[config.mk]
export PLATFORM = sky130hd
export DESIGN_NAME = lc3b_core
export DESIGN_NICKNAME = d
export VERILOG_FILES = /design/src/lc3b_pkg.sv /design/src/alu.sv /design/src/execute.sv /design/src/instr_decode.sv /design/src/lc3b_core.sv /design/src/pipe_reg.sv /design/src/regfile.sv
export SDC_FILE = /design/constraint.sdc
export NUM_CORES = 1
export LEC_CHECK = 0
export ABC_AREA = 1
export ABC_CLOCK_PERIOD_IN_PS = 4600
export BUFFER_PORTS_ARGS = -buffer_cell sky130_fd_sc_hd__buf_2
export CORE_ASPECT_RATIO = 0.6
export CORE_MARGIN = 2
export CORE_UTILIZATION = 35
export CTS_CLUSTER_DIAMETER = 150
export CTS_CLUSTER_SIZE = 12
export DETAILED_ROUTE_END_ITERATION = 6
export GPL_ROUTABILITY_DRIVEN = 0
export SYNTH_ARGS = -nofsm -noshare
export SYNTH_HDL_FRONTEND = slang
export SYNTH_SLANG_ARGS = --single-unit
[constraint.sdc]
create_clock -name clk -period 4.6 [get_ports clk]
set_clock_uncertainty 0.05 [all_clocks]
set_input_delay 0.92 -clock clk [delete_from_list [all_inputs] [get_ports clk]]
set_output_delay 0.92 -clock clk [all_outputs]
set_load 0.02 [all_outputs]
[src/lc3b_pkg.sv]
`default_nettype none

package lc3b_pkg;

typedef logic [15:0] lc3b_word;
typedef logic [2:0] lc3b_reg;

typedef enum logic [3:0] {
	op_br   = 4'b0000,
	op_add  = 4'b0001,
	op_ldb  = 4'b0010,
	op_stb  = 4'b0011,
	op_jsr  = 4'b0100,
	op_and  = 4'b0101,
	op_ldr  = 4'b0110,
	op_str  = 4'b0111,
	op_rti  = 4'b1000,
	op_not  = 4'b1001,
	op_ldi  = 4'b1010,
	op_sti  = 4'b1011,
	op_jmp  = 4'b1100,
	op_shf  = 4'b1101,
	op_lea  = 4'b1110,
	op_trap = 4'b1111
} lc3b_opcode;

typedef enum logic [2:0] {
	alu_add,	// zero value, so a cleared ctrl selects add
	alu_and,
	alu_not,
	alu_pass,
	alu_sll,
	alu_srl,
	alu_sra
} alu_ops;

typedef enum logic [1:0] {
	srcb_reg,
	srcb_imm5,
	srcb_shamt,
	srcb_off9
} srcb_sel_t;

typedef struct packed {
	alu_ops aluop;
	srcb_sel_t srcb_sel;
	logic srca_pc;	// operand a from the pc
	logic load_regfile;
	logic load_cc;
} ctrl_t;

typedef struct packed {
	logic valid;
	lc3b_word pc;	// already incremented
	lc3b_word intr;
} if_id_t;

typedef struct packed {
	logic valid;
	ctrl_t ctrl;
	lc3b_reg destreg;
	lc3b_word srca;
	lc3b_word srcb;
	lc3b_word intr;
	lc3b_word pc;
} id_ex_t;

typedef struct packed {
	logic valid;
	logic write;
	lc3b_reg dest;
	lc3b_word value;
	logic [2:0] cc;	// n, z, p
} retire_t;

endpackage

`default_nettype wire

[src/alu.sv]
`default_nettype none
`timescale 1ns/1ns

module alu import lc3b_pkg::*; (
	input alu_ops aluop,
	input lc3b_word a,
	input lc3b_word b,
	output lc3b_word f
);

logic [3:0] amount;

assign amount = b[3:0];	// shifts use the low four bits only

always_comb begin
	case (aluop)
	alu_add: begin
		f = a + b;
	end
	alu_and: begin
		f = a & b;
	end
	alu_not: begin
		f = ~a;
	end
	alu_sll: begin
		f = a << amount;
	end
	alu_srl: begin
		f = a >> amount;
	end
	alu_sra: begin
		f = lc3b_word'($signed(a) >>> amount);
	end
	alu_pass: begin
		f = a;
	end
	default: begin
		f = a;
	end
	endcase
end

endmodule

`default_nettype wire

[src/execute.sv]
`default_nettype none
`timescale 1ns/1ns

module execute import lc3b_pkg::*; (
	input logic clk,
	input logic arst_n,
	input logic stall,
	input id_ex_t id_ex,
	output retire_t retire,
	output logic [2:0] cc
);

lc3b_word imm5;
lc3b_word shamt;
lc3b_word off9;
lc3b_word alu_a;
lc3b_word alu_b;
lc3b_word alu_f;
logic [2:0] nzp;
logic fire;

assign imm5 = {{11{id_ex.intr[4]}}, id_ex.intr[4:0]};
assign shamt = {12'd0, id_ex.intr[3:0]};
assign off9 = {{6{id_ex.intr[8]}}, id_ex.intr[8:0], 1'b0};	// word offset

assign alu_a = id_ex.ctrl.srca_pc ? id_ex.pc : id_ex.srca;

always_comb begin
	case (id_ex.ctrl.srcb_sel)
	srcb_imm5: alu_b = imm5;
	srcb_shamt: alu_b = shamt;
	srcb_off9: alu_b = off9;
	default: alu_b = id_ex.srcb;
	endcase
end

alu alu_inst (
	.aluop(id_ex.ctrl.aluop),
	.a(alu_a),
	.b(alu_b),
	.f(alu_f)
);

assign nzp = {alu_f[15], alu_f == 16'd0, !alu_f[15] && alu_f != 16'd0};
assign fire = id_ex.valid && !stall;	// held instruction retires once stall drops

assign retire.valid = fire;
assign retire.write = fire && id_ex.ctrl.load_regfile;
assign retire.dest = id_ex.destreg;
assign retire.value = alu_f;
assign retire.cc = (fire && id_ex.ctrl.load_cc) ? nzp : cc;

always_ff @(posedge clk or negedge arst_n) begin
	if (!arst_n) begin
		cc <= 3'b010;
	end else if (fire && id_ex.ctrl.load_cc) begin
		cc <= nzp;
	end
end

assert property (@(posedge clk) disable iff (!arst_n) $onehot(cc))
	else $error("execute: condition codes not one-hot");

endmodule

`default_nettype wire

[src/instr_decode.sv]
`default_nettype none
`timescale 1ns/1ns

module instr_decode import lc3b_pkg::*; (
	input if_id_t if_id,
	output ctrl_t ctrl,
	output lc3b_reg destreg,
	output lc3b_reg sr1,
	output lc3b_reg sr2
);

lc3b_opcode opcode;
logic reg_form;

assign opcode = lc3b_opcode'(if_id.intr[15:12]);
assign reg_form = (opcode == op_add) || (opcode == op_and);

assign destreg = if_id.intr[11:9];
assign sr1 = if_id.intr[8:6];
assign sr2 = reg_form ? if_id.intr[2:0] : if_id.intr[11:9];	// stores read sr from [11:9]

always_comb begin
	ctrl = '0;
	if (if_id.valid) begin
		case (opcode)
		op_add: begin
			ctrl.aluop = alu_add;
			if (if_id.intr[5]) begin
				ctrl.srcb_sel = srcb_imm5;
			end else begin
				ctrl.srcb_sel = srcb_reg;
			end
			ctrl.load_regfile = 1'b1;
			ctrl.load_cc = 1'b1;
		end
		op_and: begin
			ctrl.aluop = alu_and;
			if (if_id.intr[5]) begin
				ctrl.srcb_sel = srcb_imm5;
			end else begin
				ctrl.srcb_sel = srcb_reg;
			end
			ctrl.load_regfile = 1'b1;
			ctrl.load_cc = 1'b1;
		end
		op_not: begin
			ctrl.aluop = alu_not;
			ctrl.load_regfile = 1'b1;
			ctrl.load_cc = 1'b1;
		end
		op_shf: begin
			ctrl.srcb_sel = srcb_shamt;
			if (!if_id.intr[4]) begin
				ctrl.aluop = alu_sll;
			end else if (!if_id.intr[5]) begin
				ctrl.aluop = alu_srl;
			end else begin
				ctrl.aluop = alu_sra;
			end
			ctrl.load_regfile = 1'b1;
			ctrl.load_cc = 1'b1;
		end
		op_lea: begin
			ctrl.srcb_sel = srcb_off9;	// pc + sext(off9) << 1
			ctrl.srca_pc = 1'b1;
			ctrl.load_regfile = 1'b1;
			ctrl.load_cc = 1'b1;
		end
		default: begin
			// memory, branch, jump and trap retire with no effect
			ctrl = '0;
		end
		endcase
	end
	// cc only ever follows a register result
	assert (!ctrl.load_cc || ctrl.load_regfile)
		else $error("instr_decode: load_cc without load_regfile");
end

endmodule

`default_nettype wire

[src/lc3b_core.sv]
`default_nettype none
`timescale 1ns/1ns

module lc3b_core import lc3b_pkg::*; (
	input logic clk,
	input logic arst_n,
	input lc3b_word instr,
	input lc3b_word pc,
	input logic instr_valid,
	input logic stall,
	output retire_t retire,
	output logic [2:0] cc
);

if_id_t if_id_d;
if_id_t if_id;
id_ex_t id_ex_d;
id_ex_t id_ex;
ctrl_t ctrl;
lc3b_reg destreg;
lc3b_reg sr1;
lc3b_reg sr2;
lc3b_word srca;
lc3b_word srcb;

assign if_id_d = '{valid: instr_valid, pc: pc, intr: instr};

pipe_reg #(.T(if_id_t)) if_id_reg (
	.clk,
	.arst_n,
	.stall,
	.d(if_id_d),
	.q(if_id)
);

instr_decode decoder (
	.if_id,
	.ctrl,
	.destreg,
	.sr1,
	.sr2
);

regfile rf (
	.clk,
	.arst_n,
	.sr1,
	.sr2,
	.wr(retire),	// write back from execute
	.srca,
	.srcb
);

assign id_ex_d = '{valid: if_id.valid, ctrl: ctrl, destreg: destreg, srca: srca,
	srcb: srcb, intr: if_id.intr, pc: if_id.pc};

pipe_reg #(.T(id_ex_t)) id_ex_reg (
	.clk,
	.arst_n,
	.stall,
	.d(id_ex_d),
	.q(id_ex)
);

execute ex_stage (
	.clk,
	.arst_n,
	.stall,
	.id_ex,
	.retire,
	.cc
);

endmodule

`default_nettype wire

[src/pipe_reg.sv]
`default_nettype none
`timescale 1ns/1ns

module pipe_reg #(
	parameter type T = logic
) (
	input logic clk,
	input logic arst_n,
	input logic stall,
	input T d,
	output T q
);

always_ff @(posedge clk or negedge arst_n) begin
	if (!arst_n) begin
		q <= '0;	// all zero is a bubble
	end else if (!stall) begin
		q <= d;
	end
end

// the upstream stage must present settled data whenever it is taken
assert property (@(posedge clk) disable iff (!arst_n) !stall |-> !$isunknown(d))
	else $error("pipe_reg: unknown bits loaded into stage register");

endmodule

`default_nettype wire

[src/regfile.sv]
`default_nettype none
`timescale 1ns/1ns

module regfile import lc3b_pkg::*; (
	input logic clk,
	input logic arst_n,
	input lc3b_reg sr1,
	input lc3b_reg sr2,
	input retire_t wr,
	output lc3b_word srca,
	output lc3b_word srcb
);

lc3b_word regs [8];

always_ff @(posedge clk or negedge arst_n) begin
	if (!arst_n) begin
		for (int i = 0; i < 8; i++) begin
			regs[i] <= '0;
		end
	end else if (wr.write) begin
		regs[wr.dest] <= wr.value;
	end
end

// a result retiring now is seen by the instruction in decode
always_comb begin
	if (wr.write && wr.dest == sr1) begin
		srca = wr.value;
	end else begin
		srca = regs[sr1];
	end
	if (wr.write && wr.dest == sr2) begin
		srcb = wr.value;
	end else begin
		srcb = regs[sr2];
	end
end

// execute must never request a write for an instruction that did not retire
assert property (@(posedge clk) disable iff (!arst_n) wr.write |-> wr.valid)
	else $error("regfile: write without a retiring instruction");

endmodule

`default_nettype wire

; Word level (Yosys, flattened, before mapping)
; Index checks and enable logic that the tools add are counted.
[totals]
in_bits = 36
ff_bits = 233
elab_cells = 90
output_inout_bits = 27
[op_classes]
n_mux = 24
add_sub_neg = 1
reduce_logical = 15
eq_ne = 15
shifts = 3
n_lt_le_gt_ge = 4
bitwise = 5
[ops]
columns = cell, count
row1 = $bwmux W128, 1
row2 = $mux W16, 8
row3 = $bmux W16 S3, 2
row4 = $pmux W16 S6, 1
row5 = $demux W16 S3, 1
row6 = $pmux W16 S3, 1
row7 = $add A16 B16 Y16, 1
row8 = $and A16 B16 Y16, 1
row9 = $logic_not A16 Y1, 1
row10 = $not A16 Y16, 1
row11 = $reduce_bool A16 Y1, 1
row12 = $shl A16 B4 Y16, 1
row13 = $shr A16 B4 Y16, 1
row14 = $sshr A16 B4 Y16, 1
row15 = $eq A4 B4 Y1 const B, 3
row16 = $ge A4 B4 Y1 const B, 3
row17 = $not A3 Y4, 3
row18 = $eq A3 B3 Y1 const B, 3
row19 = $pmux W3 S3, 1
row20 = $mux W8, 1
row21 = $logic_and A1 B1 Y1, 7
row22 = $eq A3 B3 Y1, 2
row23 = $mux W2, 3
row24 = $mux W3, 2
row25 = 14 further kinds, 17

; Depth between registers and ports, before layout
; Gate-level depths: netlist of run 1.
[depth]
depth_word = 8
depth_mapped = 26
depth_no_buf = 23

; Modules after synthesis
; From an unflattened synthesis of run 1, not the netlist that was laid out.
[hier_totals]
cells_unflattened = 2410
hier_area_um2 = 15690.0
[modules_own_cells]
columns = mod, seq_area_each_um2, area_each_um2, cells_per_inst, n_inst
row1 = regfile, 3203.1, 7768.7, 1198, 1
row2 = pipe_reg (id_ex_reg), 1901.8, 2889.0, 322, 1
row3 = alu, 0.0, 2781.4, 597, 1
row4 = pipe_reg (if_id_reg), 825.8, 1305.0, 140, 1
row5 = execute, 76.3, 716.9, 104, 1
row6 = instr_decode, 0.0, 229.0, 49, 1

; Worst setup path before layout of run 1
; Ideal clock, no wire load.
[synth_timing]
path_type = register to output
startpoint = register id_ex_reg.q[70] (netlist bit)
endpoint = output retire[2] (netlist bit)
required_ns = 3.630
stages_incl_launch_ff = 17
t_arrival_ns = 3.180
slack_ns = 0.450
cell_sequence = dfrtp_1 > inv_2 > o21ai_0 > a21boi_1 > a21oi_1 > ha_1 > nand2_1 > nor4_1 > nand2_1 > nand2_1 > nand2_1 > nand3_1 > nand3_1 > nand2_1 > nand2_1 > clkbuf_1 > o21ai_0
[synth_rtl]
columns = element, line
row1 = "start, declared", pipe_reg.sv:11  ; output T q
row2 = "start signal, assigned", pipe_reg.sv:16  ; q <= '0;
row3 = "start signal, assigned", pipe_reg.sv:18  ; q <= d;
row4 = "end, declared", lc3b_core.sv:11  ; output retire_t retire,

==> results of run 1 <==
==> worst register-to-register path: cells and delay by family (launching register included) <==
kind | cells | cell delay [ns]
AO/OA/AOI/OAI | 6 | 1.16
flip-flops | 1 | 0.47
adder cells (fa/ha/maj) | 1 | 0.32
buffers and inverters | 3 | 0.41
AND/OR/NAND/NOR | 8 | 0.72
==> registers in the layout (all words and copies together), names as in the netlist <==
register,cells
rf.regs,128
id_ex_reg.q,68
if_id_reg.q,33
ex_stage.cc,3
==> kinds of logic after synthesis <==
logic type / after synthesis
AOI/OAI and AO/OA: 550
adders and majority gates: 17
buffers and inverters: 274
xor gates and xnor gates: 2
and+or+nand+nor: 998
DFF: 232
==> where the power goes <==
group	internal (W)	switching [W]	total, W
sequential	0.00231	0.000213	0.00252
clock	0.000914	0.000812	0.00173
combinational	0.00104	0.00215	0.00320
==> stage by stage <==
step	instances	util (%)	instance area (um^2)
after floorplan	2073	-	14500
after global placement	2598	37.8	15300
after detailed placement	2598	37.8	15300
after CTS	2638	39.8	16100
after global routing	2651	40.8	16600
final	2651	40.8	16600
==> repair_timing <==
action / 4_1_cts / 5_1_grt
resized for setup: 42 / 87
buffers inserted: 7 / 13
endpoints found under the hold margin: 0 / 0
pin swaps: 6 / 21
setup endpoints to repair: 10 / 11
==> layout make-up <==
cell class,count,share of cell area (%)
Inverter,151,3.53
Tap cell,531,4.01
Clock inverter,2,0.106
Multi-Input combinational cell,1567,47.8
Clock buffer,31,3.66
Timing Repair Buffer,137,5.80
Sequential cell,232,35.1
==> routing by layer <==
metal	GRT usage (%)	vias to the layer above	share of wire (%)
met1	38.4	7179	47
met3	7.56	90	13
li1	-	7008	-
met2	30.8	907	38
met5	0	-	0
met4	4.65	0	1.7
==> Yosys cell counts, types with 17 or more instances <==
library cell	n	share of area (%)
o21ai_1	23	0.80
nand2_1	610	16
o21ai_0	315	11
nand3_1	151	5.2
dfrtp_1	231	40
o22ai_1	41	1.8
ha_1	17	1.5
a21oi_1	76	2.6
inv_1	138	3.6
clkbuf_1	93	2.4
o211ai_1	34	1.8
nor2_1	176	4.6
==> path summary, 6_finish.rpt <==
| path | startpoint | endpoint | slack (ns) |
|---|---|---|---|
| setup / recovery | id_ex_reg.q[70]$_DFFE_PN0N_ | retire[1] | 0.005 |
| hold / removal | if_id_reg.q[22]$_DFFE_PN0N_ | id_ex_reg.q[6]$_DFFE_PN0N_ | 0.43 |
| setup reg to reg | id_ex_reg.q[70]$_DFFE_PN0N_ | id_ex_reg.q[47]$_DFFE_PN0N_ | 1.32 |
| hold reg to reg | if_id_reg.q[22]$_DFFE_PN0N_ | id_ex_reg.q[6]$_DFFE_PN0N_ | 0.43 |
| max in group asynchronous | arst_n | rf.regs[93]$_DFFE_PN0P_ | 2.92 |
| min in group asynchronous | arst_n | id_ex_reg.q[66]$_DFFE_PN0N_ | 0.45 |
==> results.json, run 1 <==
{
  "required_ns": 3.63,
  "synth_cell_types": 52,
  "htree_levels": 1,
  "die_area_mm2": 0.0430,
  "max-vdd-ir-drop_v": 0.000276,
  "cp_top_family": "compound AO/OA/AOI/OAI gates",
  "ant_nets": 0,
  "status": "finished clean",
  "antenna_found_initial": 0,
  "place_hpwl_mm": 36.3,
  "critPathMaxFanout": 8,
  "fin_crit_ns": 4.60,
  "async_reset_ff_share_pct": 100,
  "seq_area_mm2": 0.00581,
  "ys_ff_latch": 232,
  "cts_buffer_depth": 3,
  "synth-compound-area-share_pct": 21.2,
  "die_w_um": 266,
  "grt_use_total_pct": 24.0,
  "grt_max_degree": 132,
  "grt_overflow_total": 0,
  "hold_path_depth": 2,
  "setup.worst_path.start_class": "register",
  "vias": 15200,
  "path_buf_inv": 2,
  "io_buffer_count": 62,
  "row_count": 57,
  "yosys.area_share.simple_pct": 29.1,
  "cap_violations": 0,
  "fmax_ghz": 0.218,
  "synthAdderAreaFrac_pct": 1.47,
  "slowest_delay_ns": 0.47,
  "antennaDiodeCount": 0,
  "synthXorXnorAreaFrac_pct": 0.121,
  "p_total_w": 0.00744,
  "yosysSeqAreaShare_pct": 40.2,
  "drt_iter0_markers": 2012,
  "r2r.worst_path.cells": 18,
  "clk_pin_slew_worst_paths_ns": 0.07,
  "synth_enable_flop_cells": 0,
  "crit_type": "reg -> out",
  "io_pins": 63,
  "cts_hold_buf": 0,
  "synthMuxAreaShare_pct": 0,
  "syn_area_mm2": 0.0145,
  "cts.sinks": 232,
  "worst_pin_slew_ns": 1.22,
  "ys.flop_type": "dfrtp_1",
  "arrival_ns": 3.63,
  "cts_tree": "done",
  "final_common_cell": "nand2_1",
  "wirelength_mm": 52.9,
  "power_density_mw_per_mm2": 449,
  "path_depth": 19,
  "holdWs_ns": 0.430,
  "relSlewSlack_pct": 18.4,
  "maxSlewViolCount": 0,
  "yosys_warnings": 0,
  "synth_cells": 2073,
  "hold_path.class": "reg -> reg",
  "setup_viol": 0,
  "drt-wirelength-per-cell_um": 20.0,
  "multiInputGateArea_mm2": 0.00792,
  "hold_viol": 0,
  "crit_path_frequent_cell": "nand2_1",
  "fin_tns_setup_ns": 0,
  "numCtsBuffers": 23,
  "crit_chain": "nand2_4, clkinv_4, nand2_1, a22oi_2, ha_1, a21oi_1, o21ai_2, a21oi_1, nand2_1, nand2_1, nand3_1, nand3_1, nand2_1, nand2_2, nand2_2, nor2_4, nand3_4, o21ai_2, buf_6",
  "first_pass_iters": 6,
  "drive_above_1_share_pct": 14.7,
  "ctsRootBufferMaster": "clkbuf_16",
  "dp_slack_ns": 0.106,
  "drc": 0,
  "cellLeakagePower_nw": 7.69,
  "critPathCaptureType": "output port",
  "via_per_inst": 5.73,
  "grt_pass1_wl_mm": 81.0,
  "fillers": 4180,
  "rsz0062_at_grt": "true",
  "fp.dieH_um": 161,
  "synth_top_family_by_area": "simple AND/OR/NAND/NOR gates",
  "cp_slowest_cell": "dfrtp_2",
  "areaGrowthSynthToFinish_pct": 14.6,
  "synth_fp_nets": 2126,
  "core_mm2": 0.0406,
  "clock_latency_ns": 0.55,
  "nets": 2165,
  "period_share_pct": 99.9,
  "start_util_pct": 35.6,
  "fin_ws_ns": 0.00472,
  "layout_common_cells": "nand2_1 (590), o21ai_0 (305), dfrtp_1 (227)",
  "postSynthAreaPerCell_um2": 6.97,
  "grt_pass1_vias": 13700
}
Note: power is estimated with default switching activity, not from simulation.
==> run 2: changes to the inputs <==
- CELL_PAD_IN_SITES_DETAIL_PLACEMENT: default -> 0
- CELL_PAD_IN_SITES_GLOBAL_PLACEMENT: default -> 2
- PLACE_DENSITY_LB_ADDON: default -> 0.1
- SYNTH_HIERARCHICAL: default -> 1
==> results.json, run 2 <==
{
  "status": "finished, violations left",
  "yosys_warnings": 6,
  "final_common_cell": "nand2_1",
  "clk_pin_slew_worst_paths_ns": 0.06,
  "syn_area_mm2": 0.0154,
  "violations": "setup timing",
  "synth_cells": 2382,
  "antennaDiodeCount": 0,
  "power_density_mw_per_mm2": 441,
  "io_pins": 63,
  "io_buffer_count": 62,
  "final_cells": 3020,
  "place_inst": 2949,
  "ctsRootBufferMaster": "clkbuf_16",
  "ant_nets": 0,
  "start_util_pct": 35.6,
  "fmax_ghz": 0.212,
  "finalCoreUtilization_pct": 40.8,
  "cts.sinks": 233,
  "critPathMaxFanout": 8,
  "via_per_inst": 5.27,
  "die_area_mm2": 0.0459,
  "largest_register_ffs": 128,
  "slowest_delay_ns": 0.49,
  "cap_violations": 0,
  "grt_max_degree": 112,
  "cellLeakagePower_nw": 9.24,
  "cts_tree": "done",
  "fp.dieH_um": 167,
  "layout_common_cells": "nand2_1 (1034), nand3_1 (334), dfrtp_1 (228)",
  "drc": 0,
  "hold_path.class": "in -> async",
  "place_hpwl_mm": 42.0,
  "grt_use_total_pct": 27.0,
  "setup.worst_path.start_class": "register",
  "grt_pass1_wl_mm": 94.2,
  "reg_top3": "rf/regs: 128 flops, id_ex_reg/q: 69 flops, if_id_reg/q: 33 flops",
  "crit_type": "reg -> out",
  "drive_above_1_share_pct": 13.5,
  "cts_buffer_depth": 3,
  "relSlewSlack_pct": 35.4,
  "fin_ws_ns": -0.126,
  "wirelength_mm": 61.8,
  "vias": 15900,
  "first_pass_iters": 7,
  "required_ns": 3.63,
  "postSynthAreaPerCell_um2": 6.48,
  "synth_fp_nets": 2436,
  "crit_path_frequent_cell": "nand2_1",
  "antenna_found_initial": 1,
  "crit_chain": "buf_12, mux2_2, inv_1, nor2_1, nand2_1, nand2_1, nand2_1, nand3_2, nand3_4, nand3_1, o21ai_0, inv_1, nor2_4, nand2_1, nor2_4, nand3b_1, nand2_2, buf_6",
  "drt_iter0_markers": 1859,
  "die_w_um": 275,
  "htree_levels": 1,
  "setup_viol": 3,
  "row_count": 59,
  "grt_pass1_vias": 15000,
  "numCtsBuffers": 23,
  "critPathCaptureType": "output port",
  "nets": 2485,
  "arrival_ns": 3.76,
  "period_share_pct": 103,
  "maxSlewViolCount": 0,
  "clock_latency_ns": 0.56,
  "regMostFlops": "rf/regs",
  "areaGrowthSynthToFinish_pct": 14.7,
  "cts_hold_buf": 0,
  "core_mm2": 0.0434,
  "cp_slowest_cell": "mux2_2",
  "hold_viol": 0,
  "worst_pin_slew_ns": 0.968,
  "drt-wirelength-per-cell_um": 20.5,
  "grt_overflow_total": 0,
  "max-vdd-ir-drop_v": 0.000219,
  "rsz0062_at_grt": "true",
  "fin_crit_ns": 4.73
}
run 2: through the flow:
step                total power [W]  instance area, um^2  setup TNS (ns)  hold slack [ns]  worst slack [ns]
floorplan                   0.00441                15400               0            0.391             0.576
global placement            0.00563                16200          -0.354            0.404            -0.185
detailed placement          0.00560                16200          -0.134            0.412           -0.0767
CTS                         0.00769                17500               0            0.417           0.00213
global route                0.00830                17700          -0.891            0.431            -0.331
finish                      0.00781                17700          -0.280            0.344            -0.126
run 2: where the power goes:
part / leakage, nW / total, W / internal, W / switching (W)
combinational: 5.94 / 0.00352 / 0.00115 / 0.00237
sequential: 2.99 / 0.00249 / 0.00231 / 0.000181
clock: 0.310 / 0.00179 / 0.000928 / 0.000866
total: 9.24 / 0.00781 / 0.00439 / 0.00342
run 2: final timing paths:
kind / from / endpoint / slack [ns] / cells after the start
max: id_ex_reg/q[69]$_DFFE_PN0N_ / retire[1] / -0.13 / 18
min: arst_n / rf/regs[33]$_DFFE_PN0P_ / 0.34 / 1
max reg2reg: id_ex_reg/q[69]$_DFFE_PN0N_ / ex_stage/cc[1]$_DFF_PN1_ / 1.31 / 18
min reg2reg: if_id_reg/q[24]$_DFFE_PN0N_ / id_ex_reg/q[8]$_DFFE_PN0N_ / 0.41 / 2
max in group asynchronous: arst_n / rf/regs[75]$_DFFE_PN0P_ / 3.05 / 2
min in group clk: if_id_reg/q[24]$_DFFE_PN0N_ / id_ex_reg/q[8]$_DFFE_PN0N_ / 0.41 / 2
run 2: final cells by class:
class / instances / area, um^2
fill: 4613 / 25700
multi-input combinational: 1782 / 8390
sequential: 233 / 5840
timing repair buffer: 157 / 1210
inverter: 234 / 897
tap: 579 / 724
clock buffer: 33 / 613
clock inverter: 2 / 28.8
run 2: routing by layer:
metal	track usage (%)	wire, um	vias up
met5	0	0	-
met4	4.16	848	0
met3	6.63	6270	66
met2	34.3	22500	676
met1	45.0	32200	7585
li1	-	-	7575
run 2: timing repair:
item                                    CTS  global route
cloned                                    2             1
endpoints found under the setup margin    4             4
pin swaps                                31            30
gates resized for setup                  81            33
buffers inserted                         25             9
run 2: critical path: cells and delay by family (launching register included):
kind	cells	cell delay, ns
AOI/OAI and AO/OA	1	0.08
buffers and inverters	4	0.69
DFF	1	0.44
muxes	1	0.49
and+or+nand+nor	12	1.48
